## config.mk

```make
export PLATFORM = sky130hd
export DESIGN_NAME = colorTracker
export DESIGN_NICKNAME = d
export VERILOG_FILES = /design/src/common/trackPkg.sv /design/src/hdl/colorTracker.sv /design/src/hdl/trackCtrl.sv /design/src/windowBank/windowBank.sv /design/src/windowBank/winAccum.sv /design/src/hdl/rasterCounter.sv /design/src/hdl/pixelClassifier.sv
export SDC_FILE = /design/constraint.sdc
export NUM_CORES = 1
export LEC_CHECK = 0
export BUFFER_PORTS_ARGS = -buffer_cell sky130_fd_sc_hd__buf_2
export CAP_MARGIN = 30
export CORE_MARGIN = 2
export CORE_UTILIZATION = 45
export DETAILED_ROUTE_END_ITERATION = 10
export PLACE_DENSITY = 0.7
export REMOVE_ABC_BUFFERS = 1
export SLEW_MARGIN = 20
export SYNTH_ARGS = -nofsm -noshare
export SYNTH_HDL_FRONTEND = slang
export SYNTH_SLANG_ARGS = --single-unit
```

## constraint.sdc

```tcl
create_clock -name i_clk -period 6.11 [get_ports i_clk]
set_input_delay 0.3055 -clock i_clk [delete_from_list [all_inputs] [get_ports i_clk]]
set_output_delay 0.3055 -clock i_clk [all_outputs]
set_load 0.05 [all_outputs]
```

## src/common/trackPkg.sv

```systemverilog
package trackPkg;

  // ==========================================================
  // coordinate and count types
  // ==========================================================
  parameter int COORD_W = 10;
  parameter int SUM_W   = 12;

  typedef logic [COORD_W-1:0] coord_t;  // pixel column or line
  typedef logic [SUM_W-1:0]   sum_t;    // pixels counted in one window

  // class of one pixel
  typedef enum logic [1:0] {
    NONE = 2'd0,
    BLUE = 2'd1,
    RED  = 2'd2
  } color_t;

  // ==========================================================
  // region recentring
  // ==========================================================
  // puts the best window in the middle of the next region,
  // then keeps the region inside the frame
  function automatic coord_t clampOrigin(
    input coord_t best,
    input int     region,
    input int     win,
    input int     frame
  );
    int pos;
    pos = int'(best) - (region - win) / 2;
    if (pos < 0)
      pos = 0;
    else if (pos > frame - region)
      pos = frame - region;  // region would run off the far edge
    return coord_t'(pos);
  endfunction

endpackage
```

## src/hdl/colorTracker.sv

```systemverilog
module colorTracker #(
  parameter int FRAME_H       = 640,
  parameter int FRAME_V       = 480,
  parameter int WIN_H         = 32,
  parameter int WIN_V         = 32,
  parameter int STEP_H        = 16,
  parameter int NUM_WIN       = 7,
  parameter int NUM_ROWS      = 7,
  parameter int BLUE_MARGIN   = 40,
  parameter int RED_MARGIN    = 90,
  parameter int RED_COUNT_MIN = 30
) (
  input  logic              i_clk,
  input  logic              i_rst_n,
  input  logic [23:0]       i_pixel,
  input  logic              i_pixelValid,
  input  logic              i_start,
  input  logic              i_hold,
  output trackPkg::coord_t  o_pointH,
  output trackPkg::coord_t  o_pointV,
  output logic              o_valid,
  output logic              o_isTracking
);

  trackPkg::color_t color;
  logic             colorValid;
  trackPkg::coord_t col, line;
  logic             frameEnd;
  logic             arm;
  trackPkg::coord_t originH, originV;
  logic             winValid, redFound, regionDone;
  trackPkg::coord_t winH, winV;
  trackPkg::sum_t   blueSum;

  // ==========================================================
  // pixel front end
  // ==========================================================
  pixelClassifier #(
    .BLUE_MARGIN (BLUE_MARGIN),
    .RED_MARGIN  (RED_MARGIN)
  ) u_classifier (
    .i_clk        (i_clk),
    .i_rst_n      (i_rst_n),
    .i_pixel      (i_pixel),
    .i_pixelValid (i_pixelValid),
    .o_color      (color),
    .o_colorValid (colorValid)
  );

  rasterCounter #(
    .FRAME_H (FRAME_H),
    .FRAME_V (FRAME_V)
  ) u_raster (
    .i_clk        (i_clk),
    .i_rst_n      (i_rst_n),
    .i_pixelValid (i_pixelValid),
    .o_col        (col),
    .o_line       (line),
    .o_frameEnd   (frameEnd)
  );

  // ==========================================================
  // search windows and control
  // ==========================================================
  windowBank #(
    .WIN_H         (WIN_H),
    .WIN_V         (WIN_V),
    .STEP_H        (STEP_H),
    .NUM_WIN       (NUM_WIN),
    .NUM_ROWS      (NUM_ROWS),
    .RED_COUNT_MIN (RED_COUNT_MIN)
  ) u_bank (
    .i_clk        (i_clk),
    .i_rst_n      (i_rst_n),
    .i_arm        (arm),
    .i_originH    (originH),
    .i_originV    (originV),
    .i_col        (col),
    .i_line       (line),
    .i_color      (color),
    .i_colorValid (colorValid),
    .o_winValid   (winValid),
    .o_winH       (winH),
    .o_winV       (winV),
    .o_blueSum    (blueSum),
    .o_redFound   (redFound),
    .o_regionDone (regionDone)
  );

  trackCtrl #(
    .FRAME_H  (FRAME_H),
    .FRAME_V  (FRAME_V),
    .WIN_H    (WIN_H),
    .WIN_V    (WIN_V),
    .STEP_H   (STEP_H),
    .NUM_WIN  (NUM_WIN),
    .NUM_ROWS (NUM_ROWS)
  ) u_ctrl (
    .i_clk        (i_clk),
    .i_rst_n      (i_rst_n),
    .i_start      (i_start),
    .i_hold       (i_hold),
    .i_frameEnd   (frameEnd),
    .i_winValid   (winValid),
    .i_winH       (winH),
    .i_winV       (winV),
    .i_blueSum    (blueSum),
    .i_redFound   (redFound),
    .i_regionDone (regionDone),
    .o_arm        (arm),
    .o_originH    (originH),
    .o_originV    (originV),
    .o_pointH     (o_pointH),
    .o_pointV     (o_pointV),
    .o_valid      (o_valid),
    .o_isTracking (o_isTracking)
  );

endmodule

```

## src/hdl/trackCtrl.sv

```systemverilog
module trackCtrl #(
  parameter int FRAME_H  = 640,
  parameter int FRAME_V  = 480,
  parameter int WIN_H    = 32,
  parameter int WIN_V    = 32,
  parameter int STEP_H   = 16,
  parameter int NUM_WIN  = 7,
  parameter int NUM_ROWS = 7
) (
  input  logic              i_clk,
  input  logic              i_rst_n,
  input  logic              i_start,
  input  logic              i_hold,
  input  logic              i_frameEnd,
  input  logic              i_winValid,
  input  trackPkg::coord_t  i_winH,
  input  trackPkg::coord_t  i_winV,
  input  trackPkg::sum_t    i_blueSum,
  input  logic              i_redFound,
  input  logic              i_regionDone,
  output logic              o_arm,
  output trackPkg::coord_t  o_originH,
  output trackPkg::coord_t  o_originV,
  output trackPkg::coord_t  o_pointH,
  output trackPkg::coord_t  o_pointV,
  output logic              o_valid,
  output logic              o_isTracking
);

  localparam int SEARCH_H = STEP_H * (NUM_WIN - 1) + WIN_H;
  localparam int SEARCH_V = NUM_ROWS * WIN_V;
  localparam int CENTER_H = (FRAME_H - SEARCH_H) / 2;  // region centred in frame
  localparam int CENTER_V = (FRAME_V - SEARCH_V) / 2;

  typedef enum logic [1:0] {
    S_IDLE,
    S_WAIT,
    S_SEARCH
  } state_t;

  state_t           state;
  trackPkg::coord_t bestH, bestV;
  trackPkg::sum_t   bestSum;
  logic             haveBest;   // first report of the region seen
  logic             anyRed;
  logic             takeBest;

  // only a strictly larger sum replaces the current best
  assign takeBest = (state == S_SEARCH) && i_winValid && !i_hold
                 && (!haveBest || (i_blueSum > bestSum));

  // ==========================================================
  // tracking FSM
  // ==========================================================
  always_ff @(posedge i_clk or negedge i_rst_n) begin
    if (!i_rst_n) begin
      state        <= S_IDLE;
      o_arm        <= 1'b0;
      o_valid      <= 1'b0;
      o_isTracking <= 1'b0;
      o_originH    <= trackPkg::coord_t'(CENTER_H);
      o_originV    <= trackPkg::coord_t'(CENTER_V);
      o_pointH     <= '0;
      o_pointV     <= '0;
      haveBest     <= 1'b0;
      anyRed       <= 1'b0;
    end else begin
      o_arm   <= 1'b0;
      o_valid <= 1'b0;
      if (i_hold) begin
        state        <= S_IDLE;   // abandon, late reports are ignored
        o_isTracking <= 1'b0;
      end else begin
        case (state)
          S_IDLE: begin
            if (i_start) begin
              o_originH    <= trackPkg::coord_t'(CENTER_H);
              o_originV    <= trackPkg::coord_t'(CENTER_V);
              o_isTracking <= 1'b1;
              state        <= S_WAIT;
            end
          end
          S_WAIT: begin
            if (i_frameEnd) begin
              o_arm    <= 1'b1;   // next frame starts a fresh region
              haveBest <= 1'b0;
              anyRed   <= 1'b0;
              state    <= S_SEARCH;
            end
          end
          S_SEARCH: begin
            if (i_winValid) begin
              haveBest <= 1'b1;
              anyRed   <= anyRed | i_redFound;
            end
            if (i_regionDone) begin
              o_pointH     <= bestH;
              o_pointV     <= bestV;
              o_valid      <= 1'b1;
              o_isTracking <= !anyRed;
              o_originH    <= trackPkg::clampOrigin(bestH, SEARCH_H, WIN_H, FRAME_H);
              o_originV    <= trackPkg::clampOrigin(bestV, SEARCH_V, WIN_V, FRAME_V);
              state        <= S_WAIT;
            end
          end
          default: state <= S_IDLE;
        endcase
      end
    end
  end

  // best window so far
  always_ff @(posedge i_clk) begin
    if (takeBest) begin
      bestH   <= i_winH;
      bestV   <= i_winV;
      bestSum <= i_blueSum;
    end
  end

endmodule

```

## src/windowBank/windowBank.sv

```systemverilog
module windowBank #(
  parameter int WIN_H         = 32,
  parameter int WIN_V         = 32,
  parameter int STEP_H        = 16,
  parameter int NUM_WIN       = 7,
  parameter int NUM_ROWS      = 7,
  parameter int RED_COUNT_MIN = 30
) (
  input  logic              i_clk,
  input  logic              i_rst_n,
  input  logic              i_arm,
  input  trackPkg::coord_t  i_originH,
  input  trackPkg::coord_t  i_originV,
  input  trackPkg::coord_t  i_col,
  input  trackPkg::coord_t  i_line,
  input  trackPkg::color_t  i_color,
  input  logic              i_colorValid,
  output logic              o_winValid,
  output trackPkg::coord_t  o_winH,
  output trackPkg::coord_t  o_winV,
  output trackPkg::sum_t    o_blueSum,
  output logic              o_redFound,
  output logic              o_regionDone
);

  localparam int IDX_W = (NUM_WIN > 1) ? $clog2(NUM_WIN) : 1;
  localparam int ROW_W = (NUM_ROWS > 1) ? $clog2(NUM_ROWS) : 1;

  trackPkg::coord_t originH, originV;
  trackPkg::coord_t baseH, baseV;
  trackPkg::coord_t startH [NUM_WIN];
  trackPkg::sum_t   blueSum [NUM_WIN];
  logic [ROW_W-1:0]   row;
  logic               active;
  logic               lastPend;     // last window of the region just went out
  logic [NUM_WIN-1:0] seen;         // windows of this row already reported
  logic [NUM_WIN-1:0] done, redFound, clear, pending, pickMask;
  logic               pickValid, rowComplete;
  logic [IDX_W-1:0]   pickIdx;

  // ==========================================================
  // window geometry
  // ==========================================================
  // new origin takes effect in the arm cycle itself
  assign baseH = i_arm ? i_originH : originH;
  assign baseV = i_arm ? i_originV : trackPkg::coord_t'(originV + row * WIN_V);

  for (genvar k = 0; k < NUM_WIN; k++) begin : g_win
    assign startH[k] = trackPkg::coord_t'(baseH + k * STEP_H);
    assign clear[k]  = i_arm | pickMask[k];

    winAccum #(
      .WIN_H         (WIN_H),
      .WIN_V         (WIN_V),
      .RED_COUNT_MIN (RED_COUNT_MIN)
    ) u_win (
      .i_clk        (i_clk),
      .i_rst_n      (i_rst_n),
      .i_clear      (clear[k]),
      .i_startH     (startH[k]),
      .i_startV     (baseV),
      .i_col        (i_col),
      .i_line       (i_line),
      .i_color      (i_color),
      .i_colorValid (i_colorValid),
      .o_blueSum    (blueSum[k]),
      .o_redFound   (redFound[k]),
      .o_done       (done[k])
    );
  end

  // ==========================================================
  // fixed-priority picker, lowest index first
  // ==========================================================
  assign pending = done & ~seen & {NUM_WIN{active & ~i_arm}};

  always_comb begin
    pickValid = |pending;
    pickIdx   = '0;
    pickMask  = '0;
    for (int k = NUM_WIN - 1; k >= 0; k--) begin
      if (pending[k]) begin
        pickIdx  = IDX_W'(k);
        pickMask = NUM_WIN'(1) << k;
      end
    end
  end

  assign rowComplete = pickValid && (&(seen | pickMask));

  always_ff @(posedge i_clk or negedge i_rst_n) begin
    if (!i_rst_n) begin
      originH      <= '0;
      originV      <= '0;
      row          <= '0;
      seen         <= '0;
      active       <= 1'b0;
      lastPend     <= 1'b0;
      o_winValid   <= 1'b0;
      o_regionDone <= 1'b0;
    end else begin
      o_winValid   <= pickValid;
      o_regionDone <= lastPend && !i_arm;
      lastPend     <= 1'b0;
      if (i_arm) begin
        originH <= i_originH;
        originV <= i_originV;
        row     <= '0;
        seen    <= '0;
        active  <= 1'b1;
      end else if (pickValid) begin
        if (rowComplete) begin
          seen <= '0;
          if (row == ROW_W'(NUM_ROWS - 1)) begin
            active   <= 1'b0;  // idle until the next arm
            lastPend <= 1'b1;
          end else begin
            row <= row + 1'b1;
          end
        end else begin
          seen <= seen | pickMask;
        end
      end
    end
  end

  // report payload
  always_ff @(posedge i_clk) begin
    if (pickValid) begin
      o_winH     <= startH[pickIdx];
      o_winV     <= baseV;
      o_blueSum  <= blueSum[pickIdx];
      o_redFound <= redFound[pickIdx];
    end
  end

endmodule

```

## src/windowBank/winAccum.sv

```systemverilog
module winAccum #(
  parameter int WIN_H         = 32,
  parameter int WIN_V         = 32,
  parameter int RED_COUNT_MIN = 30
) (
  input  logic              i_clk,
  input  logic              i_rst_n,
  input  logic              i_clear,
  input  trackPkg::coord_t  i_startH,
  input  trackPkg::coord_t  i_startV,
  input  trackPkg::coord_t  i_col,
  input  trackPkg::coord_t  i_line,
  input  trackPkg::color_t  i_color,
  input  logic              i_colorValid,
  output trackPkg::sum_t    o_blueSum,
  output logic              o_redFound,
  output logic              o_done
);

  trackPkg::sum_t blueCnt, redCnt;
  logic           inRect;
  logic           lastPix;
  logic           hitBlue, hitRed;

  assign inRect = i_colorValid
               && (i_col >= i_startH) && (i_col < i_startH + WIN_H)
               && (i_line >= i_startV) && (i_line < i_startV + WIN_V);

  // bottom-right pixel of the rectangle
  assign lastPix = i_colorValid
                && (i_col == i_startH + WIN_H - 1)
                && (i_line == i_startV + WIN_V - 1);

  assign hitBlue = inRect && (i_color == trackPkg::BLUE);
  assign hitRed  = inRect && (i_color == trackPkg::RED);

  // a pixel seen together with the clear still counts
  always_ff @(posedge i_clk or negedge i_rst_n) begin
    if (!i_rst_n) begin
      blueCnt <= '0;
      redCnt  <= '0;
      o_done  <= 1'b0;
    end else begin
      blueCnt <= (i_clear ? '0 : blueCnt) + trackPkg::sum_t'(hitBlue);
      redCnt  <= (i_clear ? '0 : redCnt) + trackPkg::sum_t'(hitRed);
      o_done  <= (i_clear ? 1'b0 : o_done) | lastPix;
    end
  end

  assign o_blueSum  = blueCnt;
  assign o_redFound = (redCnt > RED_COUNT_MIN);

endmodule

```

## src/hdl/rasterCounter.sv

```systemverilog
module rasterCounter #(
  parameter int FRAME_H = 640,
  parameter int FRAME_V = 480
) (
  input  logic              i_clk,
  input  logic              i_rst_n,
  input  logic              i_pixelValid,
  output trackPkg::coord_t  o_col,
  output trackPkg::coord_t  o_line,
  output logic              o_frameEnd
);

  trackPkg::coord_t colCnt;   // position of the next accepted pixel
  trackPkg::coord_t lineCnt;
  logic             lastCol, lastLine;

  assign lastCol  = (colCnt == trackPkg::coord_t'(FRAME_H - 1));
  assign lastLine = (lineCnt == trackPkg::coord_t'(FRAME_V - 1));

  always_ff @(posedge i_clk or negedge i_rst_n) begin
    if (!i_rst_n) begin
      colCnt     <= '0;
      lineCnt    <= '0;
      o_col      <= '0;
      o_line     <= '0;
      o_frameEnd <= 1'b0;
    end else begin
      o_frameEnd <= i_pixelValid && lastCol && lastLine;
      if (i_pixelValid) begin
        o_col  <= colCnt;   // lines up with the classifier register
        o_line <= lineCnt;
        if (lastCol) begin
          colCnt  <= '0;
          lineCnt <= lastLine ? '0 : lineCnt + 1'b1;
        end else begin
          colCnt <= colCnt + 1'b1;
        end
      end
    end
  end

endmodule

```

## src/hdl/pixelClassifier.sv

```systemverilog
module pixelClassifier #(
  parameter int BLUE_MARGIN = 40,
  parameter int RED_MARGIN  = 90
) (
  input  logic                  i_clk,
  input  logic                  i_rst_n,
  input  logic [23:0]           i_pixel,
  input  logic                  i_pixelValid,
  output trackPkg::color_t      o_color,
  output logic                  o_colorValid
);

  logic [7:0] red, green, blue;
  logic [7:0] bMinusR, bMinusG;
  logic [7:0] rMinusB, rMinusG;
  logic       isBlue, isRed;

  assign {red, green, blue} = i_pixel;

  // saturating channel differences
  assign bMinusR = (blue > red)   ? blue - red   : 8'd0;
  assign bMinusG = (blue > green) ? blue - green : 8'd0;
  assign rMinusB = (red > blue)   ? red - blue   : 8'd0;
  assign rMinusG = (red > green)  ? red - green  : 8'd0;

  // strictly over the margin on both channels
  assign isBlue = (bMinusR > BLUE_MARGIN) && (bMinusG > BLUE_MARGIN);
  assign isRed  = (rMinusB > RED_MARGIN) && (rMinusG > RED_MARGIN);

  always_ff @(posedge i_clk or negedge i_rst_n) begin
    if (!i_rst_n)
      o_colorValid <= 1'b0;
    else
      o_colorValid <= i_pixelValid;
  end

  always_ff @(posedge i_clk) begin
    if (i_pixelValid)
      o_color <= isBlue ? trackPkg::BLUE : (isRed ? trackPkg::RED : trackPkg::NONE);
  end

endmodule

```

==> metrics.cfg, run 1 <==
[synth]
synth-edff-count=67
async_flop_share_pct=81.64
synth_area_um2=23070
ys.flop_type=dfrtp_1
yosysMostFrequentCell=nand2_1
yosys_warnings=0
syn_avg_cell_area_um2=9.253
yosys-top-cells-count=322 x nand2_1, 296 x dfrtp_1, 237 x nor2_1
synth_cells=2493
synth_area_leaders=dfrtp_1 32%, ha_1 9.8%, edfxtp_1 8.7%, nand2_1 5.2%, xnor2_1 5.2%
yosysUniqueCellTypes=94
synth_top_area_share_pct=32.11
ys_ff_latch=365
yosysSeqAreaShare_pct=41.06
yosysTopAreaCell=dfrtp_1

[clocking]
cts_tree=done
cts_inserted_buffers=42
htreeDepth=2
cts_sinks=365
ctsLongestPathBuffers=3
path_clk_slew_ns=0.06
clkLatencyLatePin_ns=0.57
clockRootBuffer=clkbuf_16

[pwr]
leakage_uw=0.01142
p_clk_share_pct=40.5
swShare_pct=27.19
intPower_uw=4513
net-switching-power_uw=1685
seqPwrFrac_pct=45.5
p_per_area_nw_per_um2=242.7
irDropWorstVdd_mv=0.2223
combPwrFrac_pct=13.9

[min_path]
holdPathStages=5
holdCritPathClass=in2reg
worst_hold_startpoint=i_start
min_to=u_ctrl.o_isTracking

[floorplanning]
fp.dieArea_um2=53090
rows=82
start_util_pct=45.79
core_area_um2=50380
die_h_um=230.4
ios=51
die_x_um=230.4

[global_route]
grt_pass1_vias=18240
grt_start_max_net_pins=169
gr-total-overflow=0
track_usage_pct=21.80
antenna_found_initial=0
grt_pass1_wl_um=94690

[sta]
max_clock_freq_mhz=178.7
tightest_slew_ns=1.064
rsz0062_at_grt=no
setup_violations=0
finalHoldViolations=0
min_period_ns=5.595
fin_worst_skew_ns=0.02467
slew_violations=0
fin_crit_sh_pct=91.57
slew_headroom_pct=29.04
fin_setup_tns_ns=0

[route]
wl_per_cell_um=17.68
drc=0
vias=18310
drt-total-wl_um=57470
drtIter0Drc=1302
drtPass1Iterations=6
antenna_left=0
via_per_inst=5.631

[status]
status=finished clean

[worst_setup_path]
cp_data_required_time_ns=6.52
reg2reg_from=u_bank.row[0]
crit_path_start_kind=flop
crit_top_cell=ha_1
reg2reg_depth=23
r2r_end=u_bank.g_win[6].u_win.redCnt[8]
critPathMaxStageDelay_ns=0.51
critical_path.max_fanout=7
slowest_stage=nor3b_1
path_buf_inv=3
crit_chain=ha_1 > inv_1 > fa_1 > o21a_1 > inv_1 > ha_1 > xnor2_1 > ha_1 > a21o_1 > a21o_1 > a21oi_1 > o21ai_0 > a2111oi_0 > buf_4 > nand3b_1 > nor3b_1 > ha_1 > ha_1 > nand3_1 > nor2_1 > nand3_1 > xor2_1 > nor2_1
arrival_ns=6.01
path_class=reg2reg
crit_family=adder cells
critical_path.endpoint_type=flop
r2r_setup_slack_ns=0.52

[final_layout]
final_util_pct=50.69
drive_gt1_share_pct=8.340
syn_to_final_growth_pct=10.70
num-nets-final=2761

[placed_design]
port-buffer-count=50
globalplace.congestion=0.8962
dpl.hpwl_um=41840

[run]
max_cap_viol_count=0

-- power by group through the flow --
stage	logic (uW)	registers, uW	clock network (uW)
2_1_floorplan	589	2820	0
3_3_place_gp	817	2850	0
3_5_place_dp	854	2860	0
4_1_cts	862	2820	2570
5_1_grt	976	2850	2670
6_report	864	2820	2510
-- worst min-delay path: stages --
cell      delay, ns
buf_2          0.11
nor2_1         0.08
nor2_1         0.04
nor2_1         0.09
a211oi_1       0.05
-- sequential cells by signal, summed over array words and instances (netlist names), 3 cells and up --
signal and cells:
u_bank.o_winV 10, u_ctrl.o_originV 10, u_raster.lineCnt 10, u_ctrl.o_originH 10, u_ctrl.o_pointH 10, u_bank.g_win.u_win.o_done 7, u_bank.o_winH 10, u_bank.g_win.u_win.o_blueSum 84
u_bank.o_blueSum 12, u_bank.g_win.u_win.redCnt 84, u_raster.o_line 10, u_bank.row 3, u_raster.colCnt 10, u_bank.seen 7, u_raster.o_col 10, u_ctrl.bestH 10
u_bank.originV 10, u_bank.originH 10, u_ctrl.bestV 10, u_ctrl.bestSum 12, u_ctrl.o_pointV 10
-- stage by stage --
stage | hold WS, ns | std cells | power, uW | worst slack, ns | instance area (um2)
floorplan | 0.009909 | 2424 | 3405 | 0.001665 | 22770
finish | 0.1781 | 3251 | 6198 | 0.5153 | 25540
global route | 0.2223 | 3250 | 6491 | 0.07487 | 25530
CTS | 0.1494 | 3250 | 6253 | 0.4532 | 25530
detailed placement | 0.3040 | 3173 | 3714 | 0.5084 | 24140
global placement | 0.2934 | 3171 | 3669 | 0.6542 | 24110
-- logic make-up (layout without fill, tap and decap cells) --
logic type                 after synthesis  in the layout  share of synthesized area [%]
DFF                                    365            365                          41.06
muxes                                   44             44                          2.229
adders and majority gates              186            186                          10.24
and+or+nand+nor                       1010           1010                          20.74
xor gates and xnor gates               265            265                          10.50
buffers and inverters                  198            283                          3.401
AOI/OAI and AO/OA                      425            425                          11.84
other                                    0              1                              0
-- worst max-delay path by stage --
stage          cells past startpoint                             endpoint          start  slack (ns)
3_3_place_gp                      21      u_bank.g_win[6].u_win.redCnt[8]   u_ctrl.o_arm        0.65
3_5_place_dp                      22      u_bank.g_win[6].u_win.redCnt[8]   u_ctrl.o_arm        0.51
5_1_grt                           23      u_bank.g_win[6].u_win.redCnt[8]  u_bank.row[0]        0.07
4_1_cts                           22      u_bank.g_win[6].u_win.redCnt[8]   u_ctrl.o_arm        0.45
6_report                          23      u_bank.g_win[6].u_win.redCnt[8]  u_bank.row[0]        0.52
2_1_floorplan                     23  u_bank.g_win[5].u_win.o_blueSum[10]   u_ctrl.o_arm       0.002
-- final cells by class --
cell class,count,area [um2]
antenna,1,2.502
clock inverter,21,193.9
multi-input combinational,1930,12840
inverter,129,489.2
tap,672,840.8
sequential,365,9475
fill,4520,24840
clock buffer,54,1177
timing repair buffer,79,515.5
-- layout by cell type, fill, tap and decap left out, drive strengths merged, types with 77 or more instances in the layout --
cell and instances:
buf 77, xnor2 143, ha 180, o21ai 115
dfrtp 296, inv 132, a21oi 115, xor2 121
nor2 237, nand3 158, nand2 322
-- repair_timing --
action | CTS | global route
setup buffers | 0 | 0
setup endpoints to repair | 0 | 1
hold buffers | 2 | 0
endpoints found under the hold margin | 76 | 0
gates resized for setup | 0 | 1
-- routing by layer --
metal	up-vias	global-route usage (%)	share of wire (%)
li1	8802	-	-
met1	8915	29.98	46
met2	496	35.37	45
met3	95	3.780	5.9
met4	0	6.270	2.5
met5	-	0	0
Note: power is estimated with default switching activity, not from simulation.
==> run 2: changes to the inputs <==
- CELL_PAD_IN_SITES_DETAIL_PLACEMENT: not set -> 1
- CELL_PAD_IN_SITES_GLOBAL_PLACEMENT: not set -> 1
- PLACE_DENSITY: 0.7 -> 0.83
- clock period: 6.11 -> 6 ns (I/O delays scaled with it)
==> run 2 against run 1 <==
  * Fmax is 1.3% lower
  * First-iteration DRC count is 13% higher
  * Largest cell class unchanged
  * Cell count hardly changed
==> metrics.cfg, run 2 (synthesis results as in run 1) <==
[worst_setup_path]
arrival_ns=6.12  ; +0.11 ns
critical_path.max_fanout=7  ; unchanged
cp_data_required_time_ns=6.45  ; -0.07 ns
path_class=reg2reg
critical_path.endpoint_type=flop
crit_path_start_kind=flop

[placed_design]
dpl.hpwl_um=50350  ; +20%
dp_cells=3175  ; +0.063%
dpl-instance-area_um2=24160  ; about the same
port-buffer-count=50  ; unchanged
globalplace.congestion=0.9418  ; +5.1%

[final_layout]
diodes=0  ; -1
stdcell_area_um2=25580  ; +0.16%
num-nets-final=2764  ; +0.11%
layout_commonest_cell=nand2_1
largestRegisters=u_bank.g_win.u_win.o_blueSum x84, u_bank.g_win.u_win.redCnt x84
drive_gt1_share_pct=8.605  ; +0.26 points
fin_cells=3252  ; +0.031%
syn_to_final_growth_pct=10.87
layout_common_cells=321 x nand2_1, 295 x dfrtp_1, 235 x nor2_1

[pwr]
power.total_uw=6312  ; +1.8%
irDropWorstVdd_mv=0.1679  ; -24%
swShare_pct=27.63  ; +0.44 points
net-switching-power_uw=1744  ; +3.5%
leakage_uw=0.01144  ; +0.18%
combPwrFrac_pct=14.2  ; +0.3 points
intPower_uw=4568  ; +1.2%
p_per_area_nw_per_um2=246.8  ; +1.7%
seqPwrFrac_pct=45.7  ; +0.2 points
p_clk_share_pct=40.1  ; -0.4 points

[floorplanning]
fp.dieArea_um2=53090  ; unchanged
core_area_um2=50380  ; unchanged
ios=51  ; unchanged
rows=82  ; unchanged
die_h_um=230.4  ; unchanged
start_util_pct=45.79  ; unchanged
die_x_um=230.4  ; unchanged

[route]
drtIter0Drc=1477  ; +13%
drt-total-wl_um=68490  ; +19%
via_per_inst=5.868  ; +4.2%
antenna_left=0  ; unchanged
drc=0  ; unchanged
vias=19080  ; +4.2%
drtPass1Iterations=5  ; -1
wl_per_cell_um=21.06  ; +19%

[clocking]
clkLatencyLatePin_ns=0.57  ; about the same
cts_tree=done
cts_sinks=365  ; unchanged
clockRootBuffer=clkbuf_16
cts_inserted_buffers=42  ; unchanged
post_cts_buffers=0  ; unchanged
path_clk_slew_ns=0.06  ; about the same
htreeDepth=2  ; unchanged
ctsLongestPathBuffers=3  ; unchanged

[global_route]
grt_pass1_wl_um=110500  ; +17%
grt_pass1_vias=20310  ; +11%
gr-total-overflow=0  ; unchanged
grt_start_max_net_pins=130  ; -23%
antenna_found_initial=0  ; unchanged
track_usage_pct=25.88  ; +4.1 points

[sta]
max_clock_freq_mhz=176.4  ; -1.3%
fin_crit_sh_pct=94.50  ; +2.9 points
fin_setup_tns_ns=0  ; unchanged
slew_headroom_pct=33.37  ; +4.3 points
rsz0062_at_grt=no
tightest_slew_ns=0.9983  ; -0.06602 ns
min_period_ns=5.670  ; +0.07528 ns
finalHoldViolations=0  ; unchanged
holdWs_ns=0.1458  ; -0.03225 ns
setup_violations=0  ; unchanged
fin_worst_skew_ns=0.01741  ; -0.007262 ns
slew_violations=0  ; unchanged

[run]
max_cap_viol_count=0  ; unchanged

[min_path]
holdCritPathClass=in2reg

[status]
status=finished clean

-- run 2: per-layer routing --
| layer | vias to the layer above | GRT usage [%] | part of all wire, % |
|---|---|---|---|
| met5 | - | 0 | 0 |
| met4 | 0 | 7.661 | 2.8 |
| met3 | 124 | 3.174 | 4.4 |
| met2 | 450 | 44.02 | 48 |
| met1 | 9711 | 34.62 | 44 |
| li1 | 8799 | - | - |
-- run 2: worst max-delay path, stage by stage, from the launching register on --
cell	delay [ns]
dfrtp_1	0.39
ha_1	0.25
inv_1	0.09
fa_1	0.53
o21a_1	0.17
inv_1	0.08
ha_1	0.29
xnor2_1	0.32
ha_1	0.31
a21o_1	0.18
a21o_1	0.16
a21oi_1	0.12
o21ai_0	0.09
a2111oi_0	0.45
buf_4	0.22
nand3b_1	0.32
nor3_2	0.30
ha_1	0.23
and3_1	0.19
nand3_1	0.14
nor3_2	0.29
nand3_1	0.13
xor2_1	0.22
nor2_1	0.07
-- run 2: final timing paths --
check	slack (ns)	cells after the start	to	startpoint
hold reg to reg	0.42	0	u_ctrl.bestV[1]	u_bank.o_winV[1]
hold / removal	0.15	5	u_ctrl.o_isTracking	i_start
setup reg to reg	0.33	23	u_bank.g_win[1].u_win.o_blueSum[9]	u_bank.row[0]
min in group asynchronous	0.31	2	u_raster.colCnt[6]	i_rst_n
max in group asynchronous	4.30	3	u_bank.originH[7]	i_rst_n
setup / recovery	0.33	23	u_bank.g_win[1].u_win.o_blueSum[9]	u_bank.row[0]
-- run 2: area by class of cell --
type,count,area [um2]
multi-input cells,1930,12870
well taps,672,840.8
repair buffers,82,558.0
clock buffers,61,1212
fillers,5801,24800
clock inverters,13,128.9
inverters,129,489.2
flip-flops and latches,365,9473
-- run 2: per-stage QoR --
stage | setup WS, ns | util (%)
after floorplan | -0.1083 | -
after global placement | 0.5907 | 47.90
after detailed placement | 0.4332 | 47.96
after CTS | 0.2342 | 50.66
after global routing | 0.01193 | 50.77
final | 0.3300 | 50.77
-- run 2: power groups by stage --
stage / registers (uW) / logic, uW / clock network (uW)
2_1_floorplan: 2870 / 599 / 0
3_3_place_gp: 2910 / 816 / 0
3_5_place_dp: 2920 / 881 / 0
4_1_cts: 2880 / 893 / 2580
5_1_grt: 2910 / 1010 / 2670
6_report: 2890 / 894 / 2530
-- run 2: what timing repair did --
action | in CTS | in global routing
endpoints found under the setup margin | 0 | 13
endpoints found under the hold margin | 99 | 0
hold buffers | 2 | 0
gates resized for setup | 0 | 7
==> run 3: changes to the inputs <==
- CTS_BUF_LIST: not set -> sky130_fd_sc_hd__clkbuf_8
==> run 3 against run 2 <==
  * First-iteration DRC count shrank 12%
  * Highest routed layer unchanged
  * Register-to-register slack worse by 0.09 ns
  * Flip-flop and latch count is the same
  * Combinational power down 0.7%
  * Clock power decreased by 2%
  * Clock skew rose by 0.014 ns
  * Sequential power barely moved
  * Non-clock buffer count grew 1
  * Via count increased by 0.29%
  * Count of clock-buffer cells in the layout increased by 32
==> metrics.cfg, run 3 (synthesis results as in run 1) <==
[route]
wl_per_cell_um=20.72  ; -1.6%
drt-total-wl_um=68420  ; about the same
drc=0  ; unchanged
vias=19140  ; +0.29%
drtIter0Drc=1295  ; -12%
drtPass1Iterations=5  ; unchanged
antenna_left=0  ; unchanged
via_per_inst=5.796  ; -1.2%

[placed_design]
globalplace.congestion=0.9418  ; unchanged
port-buffer-count=50  ; unchanged
dp_cells=3175  ; unchanged
dpl.hpwl_um=50350  ; unchanged
dpl-instance-area_um2=24160  ; unchanged

[pwr]
power.total_uw=6257  ; -0.87%
p_per_area_nw_per_um2=243.9  ; -1.2%
irDropWorstVdd_mv=0.1337  ; -20%
leakage_uw=0.01158  ; +1.2%

[final_layout]
layout_commonest_cell=nand2_1
multi_input_area_um2=12850  ; -0.16%
drive_gt1_share_pct=9.890  ; +1.3 points
seqCellArea_um2=9473  ; unchanged
syn_to_final_growth_pct=11.19
layout_common_cells=321 x nand2_1, 295 x dfrtp_1, 237 x nor2_1
stdcell_area_um2=25650  ; +0.28%
largestRegisters=u_bank.g_win.u_win.o_blueSum x84, u_bank.g_win.u_win.redCnt x84
fin_cells=3302  ; +1.5%
num-nets-final=2790  ; +0.94%
n_fill_cell=5823  ; +0.38%

[global_route]
grt_start_max_net_pins=130  ; unchanged
grt_pass1_wl_um=110300  ; -0.19%
grt_pass1_vias=20470  ; +0.78%
track_usage_pct=25.94  ; +0.059 points
antenna_found_initial=1  ; +1
gr-total-overflow=0  ; unchanged

[floorplanning]
die_h_um=230.4  ; unchanged
fp.dieArea_um2=53090  ; unchanged
ios=51  ; unchanged
core_area_um2=50380  ; unchanged
die_x_um=230.4  ; unchanged
rows=82  ; unchanged
start_util_pct=45.79  ; unchanged

[sta]
fin_worst_skew_ns=0.03105  ; +0.01364 ns
tightest_slew_ns=0.9885  ; -0.009836 ns
finalHoldViolations=0  ; unchanged
rsz0062_at_grt=yes
max_clock_freq_mhz=173.5  ; -1.6%
min_period_ns=5.763  ; +0.09330 ns
fin_crit_sh_pct=96.05  ; +1.6 points
slew_headroom_pct=34.03  ; +0.66 points
slew_violations=0  ; unchanged
setup_violations=0  ; unchanged

[clocking]
ctsLongestPathBuffers=3  ; unchanged
cts_sinks=365  ; unchanged
htreeDepth=3  ; +1
clockRootBuffer=clkbuf_8
clkLatencyLatePin_ns=0.64  ; +0.07 ns
cts_tree=done
cts_inserted_buffers=67  ; +60%
path_clk_slew_ns=0.06  ; about the same
post_cts_buffers=0  ; unchanged

[status]
status=finished clean

[worst_setup_path]
cp_data_required_time_ns=6.49  ; +0.04 ns
critical_path.max_fanout=7  ; unchanged
path_class=reg2reg
crit_path_start_kind=flop
arrival_ns=6.25  ; +0.13 ns
critical_path.endpoint_type=flop

[min_path]
holdCritPathClass=in2reg

[run]
max_cap_viol_count=0  ; unchanged

## run 3: repair_timing
item                                    4_1_cts  5_1_grt
hold endpoints to repair                    100        0
gates resized for setup                       0        2
hold buffers                                  2        0
endpoints found under the setup margin        0       10
## run 3: area by class of cell
cell class                 count  area share, %
multi-input combinational   1930          50.12
clock inverter                29         0.5463
clock buffer                  93          4.990
sequential                   365          36.93
inverter                     129          1.907
antenna                        1       0.009756
timing repair buffer          83          2.220
tap                          672          3.278
## run 3: path summary, 6_finish.rpt
| path | start | to | slack [ns] | cells after the start |
|---|---|---|---|---|
| worst max-delay path | u_bank.row[0] | u_bank.g_win[5].u_win.redCnt[4] | 0.24 | 21 |
| worst min-delay path | i_start | u_ctrl.o_isTracking | 0.08 | 5 |
| worst max register to register | u_bank.row[0] | u_bank.g_win[5].u_win.redCnt[4] | 0.24 | 21 |
| worst min register to register | u_bank.o_winH[1] | u_ctrl.bestH[1] | 0.42 | 0 |
| max in group asynchronous | i_rst_n | u_bank.g_win[0].u_win.redCnt[10] | 4.40 | 3 |
| min in group asynchronous | i_rst_n | u_raster.colCnt[6] | 0.25 | 2 |
## run 3: metal layers
layer	GRT usage (%)	up-vias	routed length (um)
met4	8.629	0	1908
li1	-	8864	-
met5	0	-	0
met3	4.805	128	3677
met1	34.15	9670	30460
met2	43.09	477	32370
## run 3: critical path, stage by stage, from the launching register on
cell and delay [ns]:
dfrtp_1 0.40, ha_1 0.23, inv_1 0.07, fa_1 0.51
o21a_1 0.16, inv_1 0.08, ha_1 0.29, xnor2_1 0.35
ha_1 0.32, a21o_1 0.19, a21o_1 0.17, a21oi_1 0.15
o21ai_0 0.10, a2111oi_0 0.42, buf_4 0.22, nand3b_1 0.29
nor3b_1 0.66, ha_1 0.37, ha_1 0.28, nand3_1 0.11
xor2_1 0.15, nor2_1 0.06
## run 3: through the flow
stage | setup WS (ns) | setup TNS (ns) | hold WS (ns) | util, %
final | 0.2367 | 0 | 0.08098 | 50.92
after global routing | -0.07194 | -0.2540 | 0.1042 | 50.92
after CTS | 0.2551 | 0 | 0.02972 | 50.81
after detailed placement | 0.4332 | 0 | 0.3874 | 47.96
after global placement | 0.5907 | 0 | 0.3814 | 47.90
after floorplan | -0.1083 | -0.5514 | 0.004409 | -
## run 3: power breakdown
group	total [uW]	internal, uW	switching (uW)
sequential	2890	2700	189
combinational	888	381	507
clock	2480	1380	1100
